**src/verilog/apb_pkg.sv**
```systemverilog
`default_nettype none

package apb_pkg;

    // Bus widths
    localparam int ADDR_W = 16;
    localparam int DATA_W = 32;
    localparam int STRB_W = DATA_W / 8;

    // Address map
    localparam logic [ADDR_W-1:0] REG_BASE = 16'h0000;
    localparam logic [ADDR_W-1:0] REG_SPAN = 16'h0040;
    localparam logic [ADDR_W-1:0] RAM_BASE = 16'h8000;

    // One APB transfer, MSB first
    typedef struct packed {
        logic              last;
        logic              first;
        logic              write;
        logic [2:0]        prot;
        logic [STRB_W-1:0] strb;
        logic [DATA_W-1:0] wdata;
        logic [ADDR_W-1:0] addr;
    } apb_cmd_t;

    typedef struct packed {
        logic              last;
        logic              first;
        logic              slverr;
        logic [DATA_W-1:0] rdata;
    } apb_rsp_t;

    typedef struct packed {
        logic              psel;
        logic              penable;
        logic [ADDR_W-1:0] paddr;
        logic              pwrite;
        logic [DATA_W-1:0] pwdata;
        logic [STRB_W-1:0] pstrb;
        logic [2:0]        pprot;
    } apb_req_t;

    typedef struct packed {
        logic [DATA_W-1:0] prdata;
        logic              pready;
        logic              pslverr;
    } apb_ret_t;

endpackage

`default_nettype wire

```
**src/verilog/apb_decoder.sv**
```systemverilog
`timescale 1ns/1ps
`default_nettype none

module apb_decoder
    import apb_pkg::*;
#(
    parameter int RAM_WORDS = 64
) (
    input  wire apb_req_t i_req,
    input  wire apb_ret_t i_reg_ret,
    input  wire apb_ret_t i_ram_ret,
    output logic          o_reg_sel,
    output logic          o_ram_sel,
    output apb_ret_t      o_ret
);

    // One extra bit so a RAM filling the upper half still fits
    localparam logic [ADDR_W:0] RAM_SPAN = (ADDR_W + 1)'(RAM_WORDS * 4);

    logic [ADDR_W-1:0] w_reg_off;
    logic [ADDR_W-1:0] w_ram_off;
    logic              w_reg_hit;
    logic              w_ram_hit;

    always_comb begin
        w_reg_off = i_req.paddr - REG_BASE;
        w_ram_off = i_req.paddr - RAM_BASE;
        w_reg_hit = (w_reg_off < REG_SPAN);
        w_ram_hit = ({1'b0, w_ram_off} < RAM_SPAN);

        o_reg_sel = i_req.psel && w_reg_hit;
        o_ram_sel = i_req.psel && w_ram_hit;

        if (w_reg_hit) begin
            o_ret = i_reg_ret;
        end else if (w_ram_hit) begin
            o_ret = i_ram_ret;
        end else begin
            // Unmapped, finish at once with an error
            o_ret.prdata  = '0;
            o_ret.pready  = 1'b1;
            o_ret.pslverr = 1'b1;
        end

        // Windows must not overlap for this RAM size
        a_one_sel: assert (!(o_reg_sel && o_ram_sel))
            else $error("register and RAM windows both selected");
    end

endmodule

`default_nettype wire

```
**src/verilog/apb_master.sv**
```systemverilog
`timescale 1ns/1ps
`default_nettype none

module apb_master
    import apb_pkg::*;
#(
    parameter int CMD_DEPTH = 4,
    parameter int RSP_DEPTH = 4
) (
    input  wire logic     aclk,
    input  wire logic     aresetn,
    input  wire logic     i_cmd_valid,
    output logic          o_cmd_ready,
    input  wire apb_cmd_t i_cmd,
    output logic          o_rsp_valid,
    input  wire logic     i_rsp_ready,
    output apb_rsp_t      o_rsp,
    output apb_req_t      o_req,
    input  wire apb_ret_t i_ret
);

    typedef enum logic [1:0] {
        IDLE   = 2'd0,
        SETUP  = 2'd1,
        ACCESS = 2'd2
    } state_t;

    state_t   r_state;
    state_t   w_next_state;
    apb_cmd_t w_cmd;
    logic     w_cmd_valid;
    logic     w_cmd_pop;
    apb_rsp_t w_rsp;
    logic     w_rsp_push;
    logic     w_rsp_room;

    skid_fifo #(
        .payload_t (apb_cmd_t),
        .DEPTH     (CMD_DEPTH)
    ) u_cmd_fifo (
        .aclk       (aclk),
        .aresetn    (aresetn),
        .i_wr_valid (i_cmd_valid),
        .o_wr_ready (o_cmd_ready),
        .i_wr_data  (i_cmd),
        .o_rd_valid (w_cmd_valid),
        .i_rd_ready (w_cmd_pop),
        .o_rd_data  (w_cmd)
    );

    // Markers of the head command ride along with the target's return
    assign w_rsp = '{last:   w_cmd.last,
                     first:  w_cmd.first,
                     slverr: i_ret.pslverr,
                     rdata:  i_ret.prdata};

    skid_fifo #(
        .payload_t (apb_rsp_t),
        .DEPTH     (RSP_DEPTH)
    ) u_rsp_fifo (
        .aclk       (aclk),
        .aresetn    (aresetn),
        .i_wr_valid (w_rsp_push),
        .o_wr_ready (w_rsp_room),
        .i_wr_data  (w_rsp),
        .o_rd_valid (o_rsp_valid),
        .i_rd_ready (i_rsp_ready),
        .o_rd_data  (o_rsp)
    );

    always_ff @(posedge aclk or negedge aresetn) begin
        if (!aresetn) begin
            r_state <= IDLE;
        end else begin
            r_state <= w_next_state;
        end
    end

    always_comb begin
        o_req.psel    = 1'b0;
        o_req.penable = 1'b0;
        o_req.paddr   = w_cmd.addr;
        o_req.pwrite  = w_cmd.write;
        o_req.pwdata  = w_cmd.write ? w_cmd.wdata : '0;
        o_req.pstrb   = w_cmd.strb;
        o_req.pprot   = w_cmd.prot;
        w_next_state  = r_state;
        w_cmd_pop     = 1'b0;
        w_rsp_push    = 1'b0;

        case (r_state)
            IDLE: begin
                // A valid head entry opens SETUP in the same cycle
                if (w_cmd_valid) begin
                    o_req.psel   = 1'b1;
                    w_next_state = w_rsp_room ? ACCESS : SETUP;
                end
            end
            SETUP: begin
                o_req.psel = 1'b1;
                if (w_rsp_room) begin
                    w_next_state = ACCESS;
                end
            end
            ACCESS: begin
                o_req.psel    = 1'b1;
                o_req.penable = 1'b1;
                if (i_ret.pready) begin
                    w_rsp_push   = 1'b1;
                    w_cmd_pop    = 1'b1;
                    w_next_state = IDLE;
                end
            end
            default: w_next_state = IDLE;
        endcase
    end

    // Request fields hold from SETUP until the transfer completes
    a_req_stable: assert property (@(posedge aclk) disable iff (!aresetn)
        o_req.psel && !(o_req.penable && i_ret.pready) |=>
            o_req.psel && $stable({o_req.paddr, o_req.pwrite, o_req.pwdata,
                                   o_req.pstrb, o_req.pprot}));

endmodule

`default_nettype wire

```
**src/verilog/apb_reg_bank.sv**
```systemverilog
`timescale 1ns/1ps
`default_nettype none

module apb_reg_bank
    import apb_pkg::*;
(
    input  wire logic     aclk,
    input  wire logic     aresetn,
    input  wire logic     i_sel,
    input  wire apb_req_t i_req,
    output apb_ret_t      o_ret
);

    localparam int NUM_REGS = 16;

    logic [DATA_W-1:0] r_regs [NUM_REGS];
    logic [3:0]        w_idx;
    logic              w_access;
    logic              w_wr_ok;
    logic              w_wr_deny;

    assign w_idx    = i_req.paddr[5:2];
    assign w_access = i_sel && i_req.penable;

    // pprot[0] marks a privileged access
    assign w_wr_ok   = w_access && i_req.pwrite && i_req.pprot[0];
    assign w_wr_deny = w_access && i_req.pwrite && !i_req.pprot[0];

    always_ff @(posedge aclk or negedge aresetn) begin
        if (!aresetn) begin
            for (int i = 0; i < NUM_REGS; i++) begin
                r_regs[i] <= '0;
            end
        end else if (w_wr_ok) begin
            for (int b = 0; b < STRB_W; b++) begin
                if (i_req.pstrb[b]) begin
                    r_regs[w_idx][8*b +: 8] <= i_req.pwdata[8*b +: 8];
                end
            end
        end
    end

    // Zero wait, so every access completes in its first ACCESS cycle
    always_comb begin
        o_ret.prdata  = r_regs[w_idx];
        o_ret.pready  = 1'b1;
        o_ret.pslverr = w_wr_deny;
    end

endmodule

`default_nettype wire

```
**src/verilog/apb_subsys_top.sv**
```systemverilog
`timescale 1ns/1ps
`default_nettype none

module apb_subsys_top
    import apb_pkg::*;
#(
    parameter int CMD_DEPTH   = 4,
    parameter int RSP_DEPTH   = 4,
    parameter int RAM_WORDS   = 64,
    parameter int WAIT_CYCLES = 2
) (
    input  wire logic     aclk,
    input  wire logic     aresetn,
    input  wire logic     i_cmd_valid,
    output logic          o_cmd_ready,
    input  wire apb_cmd_t i_cmd,
    output logic          o_rsp_valid,
    input  wire logic     i_rsp_ready,
    output apb_rsp_t      o_rsp
);

    apb_req_t w_req;
    apb_ret_t w_ret;
    apb_ret_t w_reg_ret;
    apb_ret_t w_ram_ret;
    logic     w_reg_sel;
    logic     w_ram_sel;

    apb_master #(
        .CMD_DEPTH (CMD_DEPTH),
        .RSP_DEPTH (RSP_DEPTH)
    ) u_master (
        .aclk        (aclk),
        .aresetn     (aresetn),
        .i_cmd_valid (i_cmd_valid),
        .o_cmd_ready (o_cmd_ready),
        .i_cmd       (i_cmd),
        .o_rsp_valid (o_rsp_valid),
        .i_rsp_ready (i_rsp_ready),
        .o_rsp       (o_rsp),
        .o_req       (w_req),
        .i_ret       (w_ret)
    );

    apb_decoder #(
        .RAM_WORDS (RAM_WORDS)
    ) u_decoder (
        .i_req     (w_req),
        .i_reg_ret (w_reg_ret),
        .i_ram_ret (w_ram_ret),
        .o_reg_sel (w_reg_sel),
        .o_ram_sel (w_ram_sel),
        .o_ret     (w_ret)
    );

    apb_reg_bank u_reg_bank (
        .aclk    (aclk),
        .aresetn (aresetn),
        .i_sel   (w_reg_sel),
        .i_req   (w_req),
        .o_ret   (w_reg_ret)
    );

    apb_wait_ram #(
        .RAM_WORDS   (RAM_WORDS),
        .WAIT_CYCLES (WAIT_CYCLES)
    ) u_wait_ram (
        .aclk    (aclk),
        .aresetn (aresetn),
        .i_sel   (w_ram_sel),
        .i_req   (w_req),
        .o_ret   (w_ram_ret)
    );

endmodule

`default_nettype wire

```
**src/verilog/apb_wait_ram.sv**
```systemverilog
`timescale 1ns/1ps
`default_nettype none

module apb_wait_ram
    import apb_pkg::*;
#(
    parameter int RAM_WORDS   = 64,
    parameter int WAIT_CYCLES = 2
) (
    input  wire logic     aclk,
    input  wire logic     aresetn,
    input  wire logic     i_sel,
    input  wire apb_req_t i_req,
    output apb_ret_t      o_ret
);

    localparam int IDX_W = (RAM_WORDS > 1) ? $clog2(RAM_WORDS) : 1;
    localparam int CNT_W = (WAIT_CYCLES > 0) ? $clog2(WAIT_CYCLES + 1) : 1;

    logic [DATA_W-1:0] r_mem [RAM_WORDS];
    logic [CNT_W-1:0]  r_wait_cnt;
    logic [IDX_W-1:0]  w_idx;
    logic              w_access;
    logic              w_done;

    assign w_idx    = i_req.paddr[IDX_W+1:2];
    assign w_access = i_sel && i_req.penable;

    // Last ACCESS cycle once the wait states have run out
    assign w_done = w_access && (r_wait_cnt == CNT_W'(WAIT_CYCLES));

    always_ff @(posedge aclk or negedge aresetn) begin
        if (!aresetn) begin
            r_wait_cnt <= '0;
        end else if (w_done) begin
            r_wait_cnt <= '0;
        end else if (w_access) begin
            r_wait_cnt <= r_wait_cnt + 1'b1;
        end
    end

    always_ff @(posedge aclk) begin
        if (w_done && i_req.pwrite) begin
            for (int b = 0; b < STRB_W; b++) begin
                if (i_req.pstrb[b]) begin
                    r_mem[w_idx][8*b +: 8] <= i_req.pwdata[8*b +: 8];
                end
            end
        end
    end

    always_comb begin
        o_ret.prdata  = w_done ? r_mem[w_idx] : '0;
        o_ret.pready  = w_done;
        o_ret.pslverr = 1'b0;
    end

    // Every access counts its wait states from zero
    a_wait_len: assert property (@(posedge aclk) disable iff (!aresetn)
        $rose(w_access) |-> (r_wait_cnt == '0));

endmodule

`default_nettype wire

```
**src/verilog/skid_fifo.sv**
```systemverilog
`timescale 1ns/1ps
`default_nettype none

module skid_fifo #(
    parameter type payload_t = logic [7:0],
    parameter int  DEPTH     = 4
) (
    input  wire logic     aclk,
    input  wire logic     aresetn,
    input  wire logic     i_wr_valid,
    output logic          o_wr_ready,
    input  wire payload_t i_wr_data,
    output logic          o_rd_valid,
    input  wire logic     i_rd_ready,
    output payload_t      o_rd_data
);

    localparam int PTR_W = (DEPTH > 1) ? $clog2(DEPTH) : 1;
    localparam int CNT_W = $clog2(DEPTH + 1);

    payload_t         r_mem [DEPTH];
    logic [PTR_W-1:0] r_wr_ptr;
    logic [PTR_W-1:0] r_rd_ptr;
    logic [CNT_W-1:0] r_count;
    logic             w_wr_en;
    logic             w_rd_en;

    function automatic logic [PTR_W-1:0] next_ptr(input logic [PTR_W-1:0] ptr);
        return (ptr == PTR_W'(DEPTH - 1)) ? '0 : ptr + 1'b1;
    endfunction

    assign o_wr_ready = (r_count != CNT_W'(DEPTH));
    assign o_rd_valid = (r_count != '0);
    assign o_rd_data  = r_mem[r_rd_ptr];

    assign w_wr_en = i_wr_valid && o_wr_ready;
    assign w_rd_en = i_rd_ready && o_rd_valid;

    always_ff @(posedge aclk) begin
        if (w_wr_en) begin
            r_mem[r_wr_ptr] <= i_wr_data;
        end
    end

    always_ff @(posedge aclk or negedge aresetn) begin
        if (!aresetn) begin
            r_wr_ptr <= '0;
            r_rd_ptr <= '0;
            r_count  <= '0;
        end else begin
            if (w_wr_en) begin
                r_wr_ptr <= next_ptr(r_wr_ptr);
            end
            if (w_rd_en) begin
                r_rd_ptr <= next_ptr(r_rd_ptr);
            end
            case ({w_wr_en, w_rd_en})
                2'b10:   r_count <= r_count + 1'b1;
                2'b01:   r_count <= r_count - 1'b1;
                default: r_count <= r_count;
            endcase
        end
    end

    // A full buffer has its write pointer wrapped round onto the head
    a_no_wr_full: assert property (@(posedge aclk) disable iff (!aresetn)
        (r_count == CNT_W'(DEPTH)) |-> (r_wr_ptr == r_rd_ptr));

    // An empty buffer has read everything that was written
    a_no_rd_empty: assert property (@(posedge aclk) disable iff (!aresetn)
        (r_count == '0) |-> (r_wr_ptr == r_rd_ptr));

endmodule

`default_nettype wire
```
**config.mk**
```make
export PLATFORM = sky130hd
export DESIGN_NAME = apb_subsys_top
export DESIGN_NICKNAME = d
export VERILOG_FILES = /design/src/verilog/apb_pkg.sv /design/src/verilog/apb_decoder.sv /design/src/verilog/apb_master.sv /design/src/verilog/apb_reg_bank.sv /design/src/verilog/apb_subsys_top.sv /design/src/verilog/apb_wait_ram.sv /design/src/verilog/skid_fifo.sv
export SDC_FILE = /design/constraint.sdc
export NUM_CORES = 2
export LEC_CHECK = 0
export BUFFER_PORTS_ARGS = -buffer_cell sky130_fd_sc_hd__buf_2
export CAP_MARGIN = 20
export CORE_ASPECT_RATIO = 0.8
export CORE_MARGIN = 1.5
export CORE_UTILIZATION = 57
export DETAILED_ROUTE_END_ITERATION = 12
export PLACE_DENSITY = 0.76
export SETUP_SLACK_MARGIN = 0.02
export SLEW_MARGIN = 5
export SYNTH_ARGS = -nofsm -noshare
export SYNTH_HDL_FRONTEND = slang
export SYNTH_SLANG_ARGS = --single-unit
```
**constraint.sdc**
```tcl
create_clock -name aclk -period 3.7 [get_ports aclk]
set_input_delay 0.37 -clock aclk [delete_from_list [all_inputs] [get_ports aclk]]
set_output_delay 0.37 -clock aclk [all_outputs]
set_load 0.03 [all_outputs]
```
Word level (Yosys, flattened, before mapping)
Memories as Yosys holds them, arrays and structs flattened.
Index checks and enable logic that the tools add are counted.
{ "totals": {"out_inout_bits": 37, "ram_bits": 2420, "register_bits": 530, "input_bits": 62, "n_memories": 3, "elab_cells": 141} }
{ "mem_list": {"columns": ["name", "depth", "word_bits", "read_ports", "rd_clocked_by_memory_dff", "wr", "line_no", "text"], "rows": [
  ["u_wait_ram.r_mem", 64, 32, 1, 0, 1, "apb_wait_ram.sv:20", "logic [DATA_W-1:0] r_mem [RAM_WORDS];"],
  ["u_master.u_cmd_fifo.r_mem", 4, 58, 1, 0, 1, "skid_fifo.sv:21", "payload_t r_mem [DEPTH];"],
  ["u_master.u_rsp_fifo.r_mem", 4, 35, 1, 0, 1, "skid_fifo.sv:21", null]
]} }
{ "classes": {"muxes": 60, "n_addsub": 10, "order_cmp": 4, "reduce_logical": 23, "bitwise_logic": 1, "n_eq_ne": 16} }
{ "ops": {"columns": ["op", "n"], "rows": [
  ["2-to-1 mux 512 bit", 7],
  ["bitwise mux 512 bit", 4],
  ["demux 32 bit (select 4 bit)", 4],
  ["2-to-1 mux 32 bit", 5],
  ["binary-select mux 32 bit (select 4 bit)", 1],
  ["2-to-1 mux 34 bit", 2],
  ["2-to-1 mux 24 bit", 1],
  ["2-to-1 mux 1 bit", 20],
  ["2-to-1 mux 2 bit", 10],
  ["equality test 2 bit, second input constant", 8],
  ["< comparator 16 x 7 -> 1 bit, second input constant", 1],
  ["< comparator 16 x 9 -> 1 bit, second input constant", 1],
  ["2-to-1 mux 16 bit", 1],
  ["subtractor 16 bit, second input constant", 1],
  ["logical AND 1 bit", 14],
  ["case mux 3 bit (2 select lines)", 2],
  ["adder 2 x 1 -> 2 bit, second input constant", 5],
  ["2-to-1 mux 8 bit", 1],
  ["adder 3 x 1 -> 3 bit, second input constant", 2],
  ["equality test 2 x 1 -> 1 bit, second input constant", 3],
  ["inequality test 3 bit, second input constant", 2],
  ["case mux 2 bit (3 select lines)", 1],
  ["nonzero test 2 bit", 3],
  ["nonzero test 3 bit", 2],
  ["11 further kinds", 13]
]} }

Longest topological paths before layout
An unclocked memory read counts as a cell.
{ "logic_depth": {"ltp_word": 17, "ltp_mapped": 15, "mapped_depth_nobuf": 14} }

Hierarchy
Synthesis repeated with hierarchy kept, for this count alone.
{ "unflattened": {"cells_unflattened": 6882, "area_unflattened_um2": 119180.6} }
{ "by_module_without_submodules": {"columns": ["mod", "instances", "area_per_inst_um2", "cells_each", "seq_area_each_um2"], "rows": [
  ["apb_wait_ram", 1, 79754.0, 4682, 61549.0],
  ["apb_reg_bank", 1, 23652.7, 1446, 12812.3],
  ["skid_fifo at u_master.u_cmd_fifo", 1, 8798.4, 344, 7141.8],
  ["skid_fifo at u_master.u_rsp_fifo", 1, 5495.3, 223, 4379.2],
  ["apb_decoder", 1, 1057.3, 129, 0.0],
  ["apb_master", 1, 422.9, 58, 50.0]
]} }

Worst setup path before layout
No wires, ideal clock.
{ "synth_timing": {"kind": "register -> register", "from": "register u_master.u_cmd_fifo.r_rd_ptr[1]", "to": "memory u_wait_ram.r_mem[0][6], data pin", "path_buffers": 6, "stages_incl_launch_ff": 9, "synth_period_minus_slack_ns": 3.475, "path_slack_ns": 0.225, "required_ns": 3.268, "setup_time_ns": 0.432, "t_arrival_ns": 3.043, "cell_sequence": "dfrtp_1 -> buf_4 -> buf_2 -> buf_2 -> clkbuf_1 -> mux4_2 -> nor2b_1 -> clkbuf_1 -> clkbuf_1"} }
{ "synth_rtl": {"columns": ["item", "line_no", "text"], "rows": [
  ["from (decl)", "skid_fifo.sv:23", "logic [PTR_W-1:0] r_rd_ptr;"],
  ["from (signal assigned)", "skid_fifo.sv:55", "r_rd_ptr <= next_ptr(r_rd_ptr);"],
  ["to (decl)", "apb_wait_ram.sv:20", null]
]} }

Worst setup path in the final report
{ "layout_timing": {"from": "register u_master.u_cmd_fifo.r_rd_ptr[1]", "to": "memory u_wait_ram.r_mem[74][7], in the netlist u_wait_ram.r_mem[37][7], enable pin"} }
{ "layout_via": {"elab_chain_cells": 9, "elab_cells_between_ends": 10, "classes_between": "1 x add/sub; 1 x order compare; 3 x mux; 4 x reduce/logical; 1 x memory"} }
{ "layout_rtl": {"columns": ["item", "line_no", "text"], "rows": [
  ["memory (4 x 58 bit) *", null, null],
  ["subtractor 16 bit", "apb_decoder.sv:27", "w_ram_off = i_req.paddr - RAM_BASE;"],
  ["< comparator 16 x 9 -> 1 bit", "apb_decoder.sv:29", "w_ram_hit = ({1'b0, w_ram_off} < RAM_SPAN);"],
  ["logical AND 1 bit", "apb_decoder.sv:32", "o_ram_sel = i_req.psel && w_ram_hit;"],
  ["logical AND 1 bit", "apb_wait_ram.sv:27", "assign w_access = i_sel && i_req.penable;"],
  ["logical AND 1 bit", "apb_wait_ram.sv:30", "assign w_done = w_access && (r_wait_cnt == CNT_W'(WAIT_CYCLES));"],
  ["logical AND 1 bit", "apb_wait_ram.sv:43", "if (w_done && i_req.pwrite) begin"],
  ["2-to-1 mux 1 bit", "apb_wait_ram.sv:43", null],
  ["2-to-1 mux 1 bit (not written as such)", "apb_wait_ram.sv:46", "r_mem[w_idx][8*b +: 8] <= i_req.pwdata[8*b +: 8];"]
]} }
Every way passes the cells marked *; elsewhere a longest branch is shown, timed or not.

==> reports/metrics.csv <==
metric,value,unit
run status,finished with violations,
violated checks,setup timing,
total CTS buffers,290,
initial antenna violation count,16,
kind of critical path,reg -> reg,
vias post-DR,75727,
Max Clock Freq,0.2620,GHz
Final ANT Viol Nets,0,
post-route cell area,141900,um2
"Slew Viols, Final",0,
htree depth,5,
vias in the first global route,72457,
syn_area_per_cell,16.06,um2
fin crit share,1.032,
post-route minimum period,3.817,ns
max cap viols,0,
yosys warns,0,
Synth area leaders,"edfxtp_1 (61%), dfrtp_1 (11%), mux4_2 (5.9%)",
cell count after synthesis,7422,
GRT Overall Usage,0.3488,
Top Ports,99,
DRT Wirelength,378400,um
Final #Nets,8516,
CTS Sinks,2934,
"IR drop worst, VDD",0.9629,mV
"Top FF cell, synth",edfxtp_1,
RePlAce Congestion,1.013,
CP most frequent cell,buf_4,
vias per cell,6.657,
Mapped Area,119200,um2
DR WL/cell,33.26,um
Initial Util,0.5761,
CP arrival,4.43,ns
pwr dens,863.2,nW/um2
syn nets,7502,
Clock Path Buffers,4,
"area leader, netlist",edfxtp_1,
Final Util,0.6859,
die span in x,514.3,um
clock-pin slew on the worst setup and hold paths,0.07,ns
share of cells above drive strength 1,0.2958,
critical path peak fanout,12,
final worst slack,-0.1173,ns
largest net degree at the start of global routing,88,
Initial DRC Count,12278,
Yosys cell types,66,
GRT overflow,0,
endpoints failing hold,0,
Initial DRT Pass Iterations,7,
number of synthesized register bits,2934,
worst path cell trace,buf_4 > mux2i_1 > mux2_8 > nand2_1 > buf_12 > buf_4 > nor2_4 > buf_4 > nand2_1 > nor2_1 > buf_12,
placed cell area,130700,um2
CTS root buf,clkbuf_16,
WP data required,4.32,ns
die height,412.0,um
Yosys top cell area share,0.6056,
Pleak,53.47,nW
Worst Tran Pin Value,1.013,ns
TritonCTS clock tree,built,
clk_skew,0.07341,ns
Rel. slew slack,0.3246,
"Seq/Total Area, Yosys",0.7168,
Worst setup SP type,flop,
Critical-path top delay cell,dfrtp_2,
Worst-Skew Late Latency,0.96,ns
setup violators final,106,
DP HPWL,247400,um
"commonest non-fill, non-tap cells in the layout","edfxtp_1 (2,404), nand2_1 (1,042), buf_4 (838)",
ys async rst share,0.1806,
Critical Path Max Stage Delay,0.53,ns
PortBufs,94,
"EDFF count, synth",2404,
Hold Crit Class,in -> async,
first-pass GRT wire length,521100,um
Syn-to-layout area delta,19.06,%
die area,211900,um2
"commonest non-fill, non-tap cell in the layout",edfxtp_1,
core area,206900,um2
drt drc,0,
Reg2Reg Setup Slack,-0.12,ns
element type at the critical path end,flop,
floorplan row count,149,
RSZ-0062 raised after global routing,true,
## worst max-delay path: cells and delay by family (launching register included)
family / cells / cell delay, ns
buffers and inverters: 5 / 1.02
and+or+nand+nor: 4 / 1.27
muxes: 2 / 0.66
DFF: 1 / 0.53
## synthesized netlist by cell type, drive strengths merged (16+ instances only)
master,n
dfrtp,530
nor4,46
mux4,314
and2,123
ha,16
nor3,20
nand2,1119
a211oi,170
mux2,532
a32o,28
o221ai,17
mux2i,453
a22oi,24
a31oi,133
edfxtp,2404
a311oi,42
a21oi,160
nor2b,83
nand3,215
nor2,290
clkbuf,235
o22ai,61
buf,246
## report_power, final
group	internal [mW]	switching [mW]
logic	17.6	33.8
clock network	16.5	12.2
registers	41.9	0.484
## timing repair
action	in CTS	in global routing
hold buffers	57	0
gates cloned	1	15
gates resized for setup	39	125
hold endpoints to repair	336	0
setup endpoints to repair	443	567
pin swaps	6	34
buffers inserted	12	46
## final cells by class
type	instances	area (um2)
multi-input cells	3994	32340
repair buffers	1201	11590
fillers	12930	65010
inverters	15	56.30
diodes	12	30.03
well taps	2718	3401
clock inverters	124	1064
flip-flops and latches	2934	85460
clock buffers	377	7988
## per-stage QoR
| step | hold slack [ns] | setup WS, ns | power (mW) | TNS, ns | cells |
|---|---|---|---|---|---|
| final | 0.04302 | -0.1173 | 122.5 | -4.033 | 11375 |
| after global routing | 0.07211 | -0.08209 | 124.7 | -0.2665 | 11363 |
| after CTS | 0.02612 | 0.01025 | 118.5 | 0 | 11303 |
| after detailed placement | 0.4269 | -0.4052 | 89.47 | -34.29 | 10732 |
| after global placement | 0.4154 | -0.3615 | 88.35 | -31.12 | 10727 |
| after floorplan | 0.07441 | 0.2247 | 66.88 | 0 | 7422 |
## cells by family after synthesis
group	share of synthesized area
and+or+nand+nor	0.07197
DFF	0.7168
buffers and inverters	0.01984
AOI/OAI and AO/OA	0.04131
muxes	0.1476
adders and majority gates	0.002015
xor gates and xnor gates	0.0004408
## metal layers
metal	GRT usage	wire length [um]
met5	0	146
met4	0.1839	24000
met3	0.1306	59400
met2	0.4976	161400
met1	0.4680	133400
## registers in the layout, summed over array words and instances, names as in the netlist
register and flops:
u_reg_bank.r_regs 512, u_master.u_cmd_fifo.r_count 3, u_master.u_rsp_fifo.r_wr_ptr 2, u_master.u_rsp_fifo.r_rd_ptr 2
u_master.u_cmd_fifo.r_mem 216, u_master.u_cmd_fifo.r_rd_ptr 2, u_wait_ram.r_mem 2048, u_master.u_cmd_fifo.r_wr_ptr 2
u_wait_ram.r_wait_cnt 2, u_master.u_rsp_fifo.r_count 3, u_master.u_rsp_fifo.r_mem 140, u_master.r_state 2
## path summary, 6_finish.rpt
path	start	end	cells past startpoint
setup / recovery	u_master.u_cmd_fifo.r_rd_ptr[1]	u_wait_ram.r_mem[37][7]	11
hold / removal	aresetn	u_reg_bank.r_regs[124]	2
setup reg to reg	u_master.u_cmd_fifo.r_rd_ptr[1]	u_wait_ram.r_mem[37][7]	11
hold reg to reg	u_reg_bank.r_regs[177]	u_reg_bank.r_regs[177]	1
max in group asynchronous	aresetn	u_reg_bank.r_regs[108]	3
min in group aclk	i_cmd[50]	u_master.u_cmd_fifo.r_mem[0][50]	2
No activity file was read; power rests on OpenSTA's default activity.
